==> src/hw/img_pkg.sv <==
package img_pkg;

    // ********************
    // Frame geometry
    // ********************

    localparam int IMG_COLS = 12;
    localparam int IMG_ROWS = 12;

    // Window sides of the two stages
    localparam int MED_WIN = 3;
    localparam int LBP_WIN = 5;

    // The median image loses one pixel on every border
    localparam int MED_COLS = IMG_COLS - (MED_WIN - 1);
    localparam int MED_ROWS = IMG_ROWS - (MED_WIN - 1);

    // ********************
    // Sample and index types
    // ********************

    typedef logic [7:0] pixel_t;

    // Holds any row or column index of either image
    typedef logic [3:0] coord_t;

endpackage

==> src/hw/lbp_pkg.sv <==
package lbp_pkg;

    localparam int N_DIR = 8;

    // Row and column step of each direction, counterclockwise from 0 degrees
    // Rows grow downward so 90 degrees steps up
    localparam int DIR_DR [N_DIR] = '{0, -1, -1, -1, 0, 1, 1, 1};
    localparam int DIR_DC [N_DIR] = '{1, 1, 0, -1, -1, -1, 0, 1};

    // Bit k belongs to direction k of the tables above
    typedef logic [N_DIR-1:0] lbp_code_t;

    // One code with the center it was formed around
    typedef struct packed {
        lbp_code_t       code;
        img_pkg::coord_t row;
        img_pkg::coord_t col;
    } lbp_result_t;

endpackage

==> src/hw/window_buffer.sv <==
`timescale 1ns/1ps

module window_buffer #(
    parameter int WIN  = 3,
    parameter int COLS = img_pkg::IMG_COLS,
    parameter int ROWS = img_pkg::IMG_ROWS
) (
    input  logic                            clk,
    input  logic                            rst_n_i,
    input  logic                            valid_i,
    input  img_pkg::pixel_t                 pix_i,
    output logic                            valid_o,
    output img_pkg::pixel_t [WIN*WIN-1:0]   win_o,
    output img_pkg::coord_t                 row_o,
    output img_pkg::coord_t                 col_o
);

    localparam img_pkg::coord_t LAST    = img_pkg::coord_t'(WIN - 1);
    localparam img_pkg::coord_t HALF    = img_pkg::coord_t'((WIN - 1) / 2);
    localparam img_pkg::coord_t COL_END = img_pkg::coord_t'(COLS - 1);
    localparam img_pkg::coord_t ROW_END = img_pkg::coord_t'(ROWS - 1);

    // Line 0 holds the previous row, line WIN-2 the oldest one
    img_pkg::pixel_t            line_buf [0:WIN-2][0:COLS-1];
    img_pkg::pixel_t [WIN-1:0]  col_vec;
    img_pkg::coord_t            row_cnt;
    img_pkg::coord_t            col_cnt;
    logic                       win_done;

    // Column entering the window, top sample at index 0
    always_comb begin
        for (int r = 0; r < WIN - 1; r++) begin
            col_vec[r] = line_buf[WIN-2-r][col_cnt];
        end
        col_vec[WIN-1] = pix_i;
    end

    assign win_done = valid_i && (row_cnt >= LAST) && (col_cnt >= LAST);

    // ********************
    // Raster position
    // ********************

    always_ff @(posedge clk) begin
        if (!rst_n_i) begin
            row_cnt <= '0;
            col_cnt <= '0;
            valid_o <= 1'b0;
        end else begin
            valid_o <= win_done;
            if (valid_i) begin
                if (col_cnt == COL_END) begin
                    col_cnt <= '0;
                    row_cnt <= (row_cnt == ROW_END) ? '0 : row_cnt + 1'b1;
                end else begin
                    col_cnt <= col_cnt + 1'b1;
                end
            end
        end
    end

    // ********************
    // Line and column storage
    // ********************

    always_ff @(posedge clk) begin
        if (valid_i) begin
            line_buf[0][col_cnt] <= pix_i;
            for (int k = 1; k < WIN - 1; k++) begin
                line_buf[k][col_cnt] <= line_buf[k-1][col_cnt];
            end
            // The window slides one column left and takes the new column at the right
            for (int r = 0; r < WIN; r++) begin
                for (int c = 0; c < WIN - 1; c++) begin
                    win_o[r*WIN+c] <= win_o[r*WIN+c+1];
                end
                win_o[r*WIN+WIN-1] <= col_vec[r];
            end
        end
        if (win_done) begin
            row_o <= row_cnt - HALF;
            col_o <= col_cnt - HALF;
        end
    end

    // Every emitted center lies at least HALF pixels inside the frame
    a_valid_follows_strobe: assert property (
        @(posedge clk) disable iff (!rst_n_i)
        valid_o |-> $past(valid_i)
                    && row_o >= HALF && row_o <= ROW_END - HALF
                    && col_o >= HALF && col_o <= COL_END - HALF
    );

endmodule

==> src/hw/median_filter.sv <==
`timescale 1ns/1ps

module median_filter (
    input  logic                   clk,
    input  logic                   rst_n_i,
    input  logic                   valid_i,
    input  img_pkg::pixel_t [img_pkg::MED_WIN*img_pkg::MED_WIN-1:0] win_i,
    output logic                   valid_o,
    output img_pkg::pixel_t        med_o
);

    localparam int N = img_pkg::MED_WIN;

    img_pkg::pixel_t [N-1:0] lo_q;
    img_pkg::pixel_t [N-1:0] mid_q;
    img_pkg::pixel_t [N-1:0] hi_q;
    img_pkg::pixel_t         lo_max_q;
    img_pkg::pixel_t         mid_med_q;
    img_pkg::pixel_t         hi_min_q;
    logic [2:0]              vld_q;

    function automatic img_pkg::pixel_t pmin(input img_pkg::pixel_t a,
                                             input img_pkg::pixel_t b);
        return (a < b) ? a : b;
    endfunction

    function automatic img_pkg::pixel_t pmax(input img_pkg::pixel_t a,
                                             input img_pkg::pixel_t b);
        return (a < b) ? b : a;
    endfunction

    function automatic img_pkg::pixel_t min3(input img_pkg::pixel_t a,
                                             input img_pkg::pixel_t b,
                                             input img_pkg::pixel_t c);
        return pmin(pmin(a, b), c);
    endfunction

    function automatic img_pkg::pixel_t max3(input img_pkg::pixel_t a,
                                             input img_pkg::pixel_t b,
                                             input img_pkg::pixel_t c);
        return pmax(pmax(a, b), c);
    endfunction

    function automatic img_pkg::pixel_t med3(input img_pkg::pixel_t a,
                                             input img_pkg::pixel_t b,
                                             input img_pkg::pixel_t c);
        return pmax(pmin(a, b), pmin(pmax(a, b), c));
    endfunction

    // ********************
    // Sorting network
    // ********************

    always_ff @(posedge clk) begin
        // Sort every row
        for (int r = 0; r < N; r++) begin
            lo_q[r]  <= min3(win_i[N*r], win_i[N*r+1], win_i[N*r+2]);
            mid_q[r] <= med3(win_i[N*r], win_i[N*r+1], win_i[N*r+2]);
            hi_q[r]  <= max3(win_i[N*r], win_i[N*r+1], win_i[N*r+2]);
        end
        // Three candidates remain, the median is among them
        lo_max_q  <= max3(lo_q[0], lo_q[1], lo_q[2]);
        mid_med_q <= med3(mid_q[0], mid_q[1], mid_q[2]);
        hi_min_q  <= min3(hi_q[0], hi_q[1], hi_q[2]);
        med_o     <= med3(lo_max_q, mid_med_q, hi_min_q);
    end

    always_ff @(posedge clk) begin
        if (!rst_n_i) begin
            vld_q <= '0;
        end else begin
            vld_q <= {vld_q[1:0], valid_i};
        end
    end

    assign valid_o = vld_q[2];

    a_med_known: assert property (
        @(posedge clk) disable iff (!rst_n_i) valid_o |-> !$isunknown(med_o)
    );

endmodule

==> src/hw/rd_code.sv <==
`timescale 1ns/1ps

module rd_code (
    input  logic                   clk,
    input  logic                   rst_n_i,
    input  logic                   valid_i,
    input  img_pkg::pixel_t [img_pkg::LBP_WIN*img_pkg::LBP_WIN-1:0] win_i,
    input  img_pkg::coord_t        row_i,
    input  img_pkg::coord_t        col_i,
    output logic                   valid_o,
    output lbp_pkg::lbp_result_t   res_o
);

    localparam int C = (img_pkg::LBP_WIN - 1) / 2;

    lbp_pkg::lbp_code_t code;

    function automatic int pos(input int r, input int c);
        return r * img_pkg::LBP_WIN + c;
    endfunction

    // Outer ring sample against the inner ring sample of the same direction
    always_comb begin
        for (int k = 0; k < lbp_pkg::N_DIR; k++) begin
            code[k] = win_i[pos(C + 2 * lbp_pkg::DIR_DR[k], C + 2 * lbp_pkg::DIR_DC[k])]
                   >= win_i[pos(C + lbp_pkg::DIR_DR[k], C + lbp_pkg::DIR_DC[k])];
        end
    end

    always_ff @(posedge clk) begin
        if (!rst_n_i) begin
            valid_o <= 1'b0;
        end else begin
            valid_o <= valid_i;
        end
    end

    always_ff @(posedge clk) begin
        if (valid_i) begin
            res_o.code <= code;
            res_o.row  <= row_i;
            res_o.col  <= col_i;
        end
    end

    a_code_follows_window: assert property (
        @(posedge clk) disable iff (!rst_n_i)
        valid_o |-> $past(valid_i) && !$isunknown(res_o)
    );

endmodule

==> src/hw/lbp_top.sv <==
`timescale 1ns/1ps

module lbp_top (
    input  logic                  clk,
    input  logic                  rst_n_i,
    input  logic                  pix_valid_i,
    input  img_pkg::pixel_t       pix_i,
    output logic                  med_valid_o,
    output img_pkg::pixel_t       med_o,
    output logic                  lbp_valid_o,
    output lbp_pkg::lbp_result_t  lbp_o
);

    logic                                                    raw_valid;
    img_pkg::pixel_t [img_pkg::MED_WIN*img_pkg::MED_WIN-1:0] raw_win;
    logic                                                    med_win_valid;
    img_pkg::pixel_t [img_pkg::LBP_WIN*img_pkg::LBP_WIN-1:0] med_win;
    img_pkg::coord_t                                         med_row;
    img_pkg::coord_t                                         med_col;

    // ********************
    // Decode
    // ********************

    window_buffer #(
        .WIN  (img_pkg::MED_WIN),
        .COLS (img_pkg::IMG_COLS),
        .ROWS (img_pkg::IMG_ROWS)
    ) u_raw_win (
        .clk     (clk),
        .rst_n_i (rst_n_i),
        .valid_i (pix_valid_i),
        .pix_i   (pix_i),
        .valid_o (raw_valid),
        .win_o   (raw_win),
        .row_o   (),
        .col_o   ()
    );

    // ********************
    // Execute
    // ********************

    median_filter u_median (
        .clk     (clk),
        .rst_n_i (rst_n_i),
        .valid_i (raw_valid),
        .win_i   (raw_win),
        .valid_o (med_valid_o),
        .med_o   (med_o)
    );

    // ********************
    // Result
    // ********************

    // The second buffer sees the smaller median image
    window_buffer #(
        .WIN  (img_pkg::LBP_WIN),
        .COLS (img_pkg::MED_COLS),
        .ROWS (img_pkg::MED_ROWS)
    ) u_med_win (
        .clk     (clk),
        .rst_n_i (rst_n_i),
        .valid_i (med_valid_o),
        .pix_i   (med_o),
        .valid_o (med_win_valid),
        .win_o   (med_win),
        .row_o   (med_row),
        .col_o   (med_col)
    );

    rd_code u_rd (
        .clk     (clk),
        .rst_n_i (rst_n_i),
        .valid_i (med_win_valid),
        .win_i   (med_win),
        .row_i   (med_row),
        .col_i   (med_col),
        .valid_o (lbp_valid_o),
        .res_o   (lbp_o)
    );

endmodule

==> config.mk <==
export PLATFORM = sky130hd
export DESIGN_NAME = lbp_top
export DESIGN_NICKNAME = d
export VERILOG_FILES = /design/src/hw/img_pkg.sv /design/src/hw/lbp_pkg.sv /design/src/hw/window_buffer.sv /design/src/hw/median_filter.sv /design/src/hw/rd_code.sv /design/src/hw/lbp_top.sv
export SDC_FILE = /design/constraint.sdc
export NUM_CORES = 1
export LEC_CHECK = 0
export BUFFER_PORTS_ARGS = -buffer_cell sky130_fd_sc_hd__buf_2
export CORE_UTILIZATION = 55
export DETAILED_ROUTE_END_ITERATION = 6
export GPL_ROUTABILITY_DRIVEN = 0
export PLACE_DENSITY = 0.81
export SETUP_SLACK_MARGIN = 0.5
export SLEW_MARGIN = 20
export SYNTH_ARGS = -nofsm -noshare
export SYNTH_HDL_FRONTEND = slang
export SYNTH_SLANG_ARGS = --single-unit
==> constraint.sdc <==
create_clock -name clk -period 22.9 [get_ports clk]
set_input_delay 4.58 -clock clk [delete_from_list [all_inputs] [get_ports clk]]
set_output_delay 4.58 -clock clk [all_outputs]
set_load 0.02 [all_outputs]
# Word level (Yosys, flattened, before mapping)
# Memory sizes are Yosys's and may differ from the RTL's.
# Index checks and enable logic that the tools add are counted.
[word_totals]
inputBits = 11
elab_cells = 178
register_bits = 406
mem_bits_rw = 512
n_memories = 2
[classes]
magnitude_cmp = 38
n_mux = 60
add_sub_neg = 6
reduce_logical = 8
eq_ne = 4
n_bitwise = 2
[memory_table]
columns = ["name", "words", "word_bits", "read_ports", "rd_clocked_by_memory_dff", "write_ports", "line", "source"]
rows = [
  ["u_med_win.line_buf", 4, 80, 4, 0, 4, "window_buffer.sv:24", "img_pkg::pixel_t line_buf [0:WIN-2][0:COLS-1];"],
  ["u_raw_win.line_buf", 2, 96, 2, 0, 2, "window_buffer.sv:24", ""],
]
[ops]
columns = ["cell", "count"]
rows = [
  ["two-way mux 8 bit", 44],
  ["binary-select mux 8 bit (select 4 bit)", 6],
  ["< comparator 8 bit", 22],
  ["two-way mux 96 bit", 1],
  ["two-way mux 80 bit", 1],
  ["demux 8 bit (select 4 bit)", 2],
  [">= comparator 8 bit", 8],
  ["adder 4 x 1 -> 4 bit (second input constant)", 4],
  ["== test 4 bit (second input constant)", 4],
  ["two-way mux 4 bit", 4],
  [">= comparator 5 bit (second input constant)", 2],
  ["< comparator 5 x 1 -> 1 bit (second input constant)", 2],
  ["NOT 4 -> 5 bit", 2],
  [">= comparator 4 x 2 -> 1 bit (second input constant)", 2],
  [">= comparator 4 x 3 -> 1 bit (second input constant)", 2],
  ["subtractor 4 x 2 -> 4 bit (second input constant)", 2],
  ["logical AND 1 bit", 6],
  ["AND reduction 2 bit", 2],
  ["two-way mux 1 bit", 2],
]

# Longest topological paths before layout
[depth]
ltp_word = 6
mapped_depth = 25
ltp_nobuf = 23

# Modules after synthesis
# Synthesis repeated with hierarchy kept, for this count alone.
[hier_totals]
hier_cells = 2554
area_unflattened_um2 = 40277.4
[modules_own_cells]
columns = ["mod", "n_inst", "cells_per_inst", "area_each_um2", "seq_area_each_um2"]
rows = [
  ["window_buffer (u_med_win)", 1, 831, 18914.4, 16035.4],
  ["window_buffer (u_raw_win)", 1, 467, 10276.1, 8348.0],
  ["median_filter", 1, 1038, 8998.6, 2142.1],
  ["rd_code", 1, 218, 2088.3, 500.5],
]

# Worst setup path after synthesis
# No wires, ideal clock.
[synth_path]
kind = "register to output"
startpoint = "register u_median.vld_q[2]"
endpoint = "output med_valid_o"
slack_ns = 13.873
stages_incl_launch_ff = 1
arrival_ns = 4.447
t_required_ns = 18.320
cell_sequence = "dfxtp_1"
[synth_lines]
columns = ["element", "line", "source"]
rows = [
  ["from (decl)", "median_filter.sv:20", "logic [2:0] vld_q;"],
  ["from (signal assigned)", "median_filter.sv:72", "vld_q <= {vld_q[1:0], valid_i};"],
  ["to (decl)", "lbp_top.sv:8", "output logic med_valid_o,"],
]
# No word-level cell between the ends.

# Worst setup path in the final report
[layout_path]
startpoint = "register u_median.vld_q[2]"
endpoint = "output med_valid_o"
# No word-level cell between the ends.

==> run summary <==
The run finished, with violations left. The final reports fail on DRC. The initial antenna violation count is 2.

From synthesis to final layout, the design area changed by 10.88%. The count of TritonRoute iterations in the first routing pass came out at 7. The cell family contributing the most delay on the critical path is flip-flops. For this design the top-level I/O count stands at 37. In the routed layout, each cell is associated on average with a via count of 5.989. The total core area is 70,640 sq um. Traced cell by cell, the critical path runs through buf_2.

The cell area reported after detailed placement is 40,780 sq um. The vertical die dimension is 270.2 um. The final route contains about 22,000 vias. Setup repair after global routing left no endpoint under its margin. The share of layout cells above drive strength 1 is 0.1684. For this run, the total global-route usage over all layers was measured as 0.2175.

The transition at the pin with the smallest max-transition slack came out at 1.153 ns. After detailed routing, the number of remaining DRC violations is 2. The minimum period implied by the final worst setup slack is between 6 and 7 ns.

The total setup buffers inserted after CTS came out at 0. Dividing the detail-routed wire length by the instance count gives 22.10 um. After routing, the total negative slack on setup checks comes to 0 ns.

The number of failing setup endpoints in the final timing report came out at 0. Once layout is complete, the cells apart from fillers number 3,595. Max-cap violations in this run came to 0. The finished cells cover 43,860 sq um. Data on the critical path is required at its endpoint by 18.32 ns.

The net count after synthesis came out at 2,749. The via count of the first global-routing pass is 22,110. The cell area after synthesis came out at 39,560 sq um. The number of different library cells in the post-synthesis netlist came out at 76. The number of enable flip-flop cells after synthesis came out at slightly below 800. The TritonCTS buffer count is a little over 90. The highest-delay cell along the critical path is sky130_fd_sc_hd__dfxtp_4.

The worst register-to-register path has a setup slack of 16.72 ns. The hold buffer count at cts is 0. TritonCTS built the clock tree. The detailed placement HPWL came out at 50.09 mm. The post-route clock skew came out at 0.03380 ns. For this run, the leading register cell type out of synthesis is sky130_fd_sc_hd__edfxtp_1. The number of failing hold endpoints at the final stage was 0.

Timing would allow up to about 160 MHz. The sum of buffers and inverters on the critical path is 1. The worst IR drop on VDD is 0.09482 mV. Once routing completed, OpenROAD measured the worst setup slack at around 17 ns. The area enclosed by the die boundary is 73,000 sq um. The path class of the tightest hold or removal check is flip-flop to flip-flop. The later pin in the worst-skew pair is clocked with a latency of 0.67 ns.

The number of slew-limit violations in the final report came out at 0. The average instance in the mapped netlist occupies 15.76 sq um. STA classifies the critical path startpoint as a flip-flop. The power density over the cells came out at 113.9 nW/um^2. The final wirelength came out at approximately 79 mm. The H-tree was split into 3 levels.

The relative slew slack is 0.2313. Buffers placed on the I/O ports in this run total 36. The leakage power figure came out at 16.21 nW. The maximum fanout encountered on the critical timing path came out at 55.

In this run the remaining antenna-violating nets after routing total 0. Measured on the finished design, the core utilization comes to 0.6209. After synthesis, the share of flip-flops with an asynchronous set or reset is 0. The deepest clock path buffer count came out at 3. The period utilization came out at 0.2784. The design draws ~5 mW. The number of cells produced by synthesis is 2,510.

The worst setup path is of the flip-flop to primary output kind. The largest net degree at the start of global routing is 79. The post-cts resize count is 0. The width of the chip is 270.2 um. The number of warnings printed during yosys synthesis is 0.

Counting flops and latches in the post-synthesis netlist gives 918. The wire length of the first global-routing pass is 122.6 mm. For this block, the initial DRC count from the detailed router was 2,214. The repair_antennas step left the layout with diodes totalling 0. For the worst setup path, the data arrival time is between 1.5 and 2 ns. The number of clock sinks seen by CTS came out at 918. The worst slack at placement came out at 16.20 ns. The floorplan row count came out at 97. The buffer cell driving the clock tree root is sky130_fd_sc_hd__clkbuf_16. The clock-pin slew on the worst setup and hold paths is 0.06 ns. STA classifies the critical path endpoint as a primary output.

The initial utilization of the core area, before any placement, comes to 0.5600. Summed over all layers, the global routing overflow is 0. The layout net count came out at around 2,800. The cell count after placement came out at roughly 3,400.

The delay contributed by the slowest stage of the critical path came out at 0.80 ns. The final-layout worst hold slack came out at 0.4142 ns. The fraction of the yosys area taken by sequential cells is 0.6650.
## registers in the layout, summed over array words and instances (netlist names), 3 cells and up
signal	cells
u_median.vld_q	3
u_med_win.line_buf	320
u_raw_win.line_buf	192
u_med_win.row_o	4
u_raw_win.row_cnt	4
u_median.lo_q	24
u_raw_win.win_o	72
u_median.med_o	8
u_median.hi_min_q	8
u_med_win.win_o	184
u_median.mid_med_q	8
u_med_win.col_cnt	4
u_med_win.row_cnt	4
u_median.lo_max_q	8
u_rd.res_o	16
u_median.hi_q	24
u_med_win.col_o	4
u_median.mid_q	24
u_raw_win.col_cnt	4
## routing by layer
metal  up-vias  track usage  share of wire
li1       9701            -              -
met1     10780       0.2812           0.40
met2       872       0.3774           0.51
met3       175      0.03476          0.063
met4         0      0.06720          0.025
met5         -            0              0
## power breakdown
| group | total [mW] | internal, mW | switching (mW) |
|---|---|---|---|
| sequential | 2.05 | 1.95 | 0.0985 |
| clock | 1.49 | 0.849 | 0.641 |
| combinational | 1.46 | 0.572 | 0.885 |
## placed cells by master, fill, tap and decap left out, drive strengths merged, types with 30 or more instances in the layout
cell / count
o21ai: 108
clkinv: 30
nor2: 67
buf: 62
mux4: 112
a21oi: 77
ha: 228
a21o: 46
mux2i: 155
edfxtp: 792
nand2: 86
o22ai: 55
clkbuf: 119
mux2: 81
inv: 240
dfxtp: 126
## layout make-up
class,count,area [sq um]
fillers,4804,26780
flip-flops and latches,918,26320
multi-input cells,1273,12080
clock buffers,119,2497
well taps,940,1176
inverters,231,867.1
clock inverters,52,541.8
repair buffers,62,377.9
## cells in the mapped netlist (6+ instances only)
cell type                  count  share of area
sky130_fd_sc_hd__dfxtp_1     126          0.064
sky130_fd_sc_hd__o21ai_0     101          0.013
sky130_fd_sc_hd__ha_1        228          0.072
sky130_fd_sc_hd__nor2b_1      28         0.0044
sky130_fd_sc_hd__nor2_1       66         0.0063
sky130_fd_sc_hd__a21oi_1      73         0.0092
sky130_fd_sc_hd__clkbuf_1     49         0.0046
sky130_fd_sc_hd__and3_1       13         0.0021
sky130_fd_sc_hd__buf_4         9         0.0017
sky130_fd_sc_hd__o22ai_1      55         0.0087
sky130_fd_sc_hd__a211oi_1      6         0.0011
sky130_fd_sc_hd__nand2_1      86         0.0082
sky130_fd_sc_hd__mux2_4        9         0.0034
sky130_fd_sc_hd__a21o_1       46         0.0087
sky130_fd_sc_hd__nand2b_1     26         0.0041
sky130_fd_sc_hd__edfxtp_1    792           0.60
sky130_fd_sc_hd__mux4_2      112          0.064
sky130_fd_sc_hd__inv_1       230          0.022
sky130_fd_sc_hd__nor3_1       29         0.0037
sky130_fd_sc_hd__nand3_1      22         0.0028
sky130_fd_sc_hd__o21a_1        8         0.0015
sky130_fd_sc_hd__and2_1       21         0.0033
sky130_fd_sc_hd__nand4_1      11         0.0017
sky130_fd_sc_hd__mux2_2       70          0.020
sky130_fd_sc_hd__buf_1        21         0.0020
sky130_fd_sc_hd__o211ai_1      9         0.0017
sky130_fd_sc_hd__a31oi_1       8         0.0013
sky130_fd_sc_hd__mux2i_1     154          0.039
## worst paths after layout
check	start	end	cells past startpoint
worst min register to register	u_med_win.win_o[152]	u_med_win.win_o[144]	0
worst min-delay path	u_med_win.win_o[152]	u_med_win.win_o[144]	0
worst max register to register	u_raw_win.win_o[51]	u_median.mid_q[16]	19
worst max-delay path	u_median.vld_q[2]	med_valid_o	1
## cell families (layout without fill, tap and decap cells)
kind of cell,count (synthesis),in the layout,share of synthesized area
flip-flops,918,918,0.6650
AO/OA/AOI/OAI,361,361,0.06060
multiplexers,348,348,0.1270
AND/OR/NAND/NOR,328,328,0.04131
buffers and inverters,319,464,0.03220
adder cells (fa/ha/maj),228,228,0.07212
XOR/XNOR,8,8,0.001771
Power figures use the tool's default switching activity.
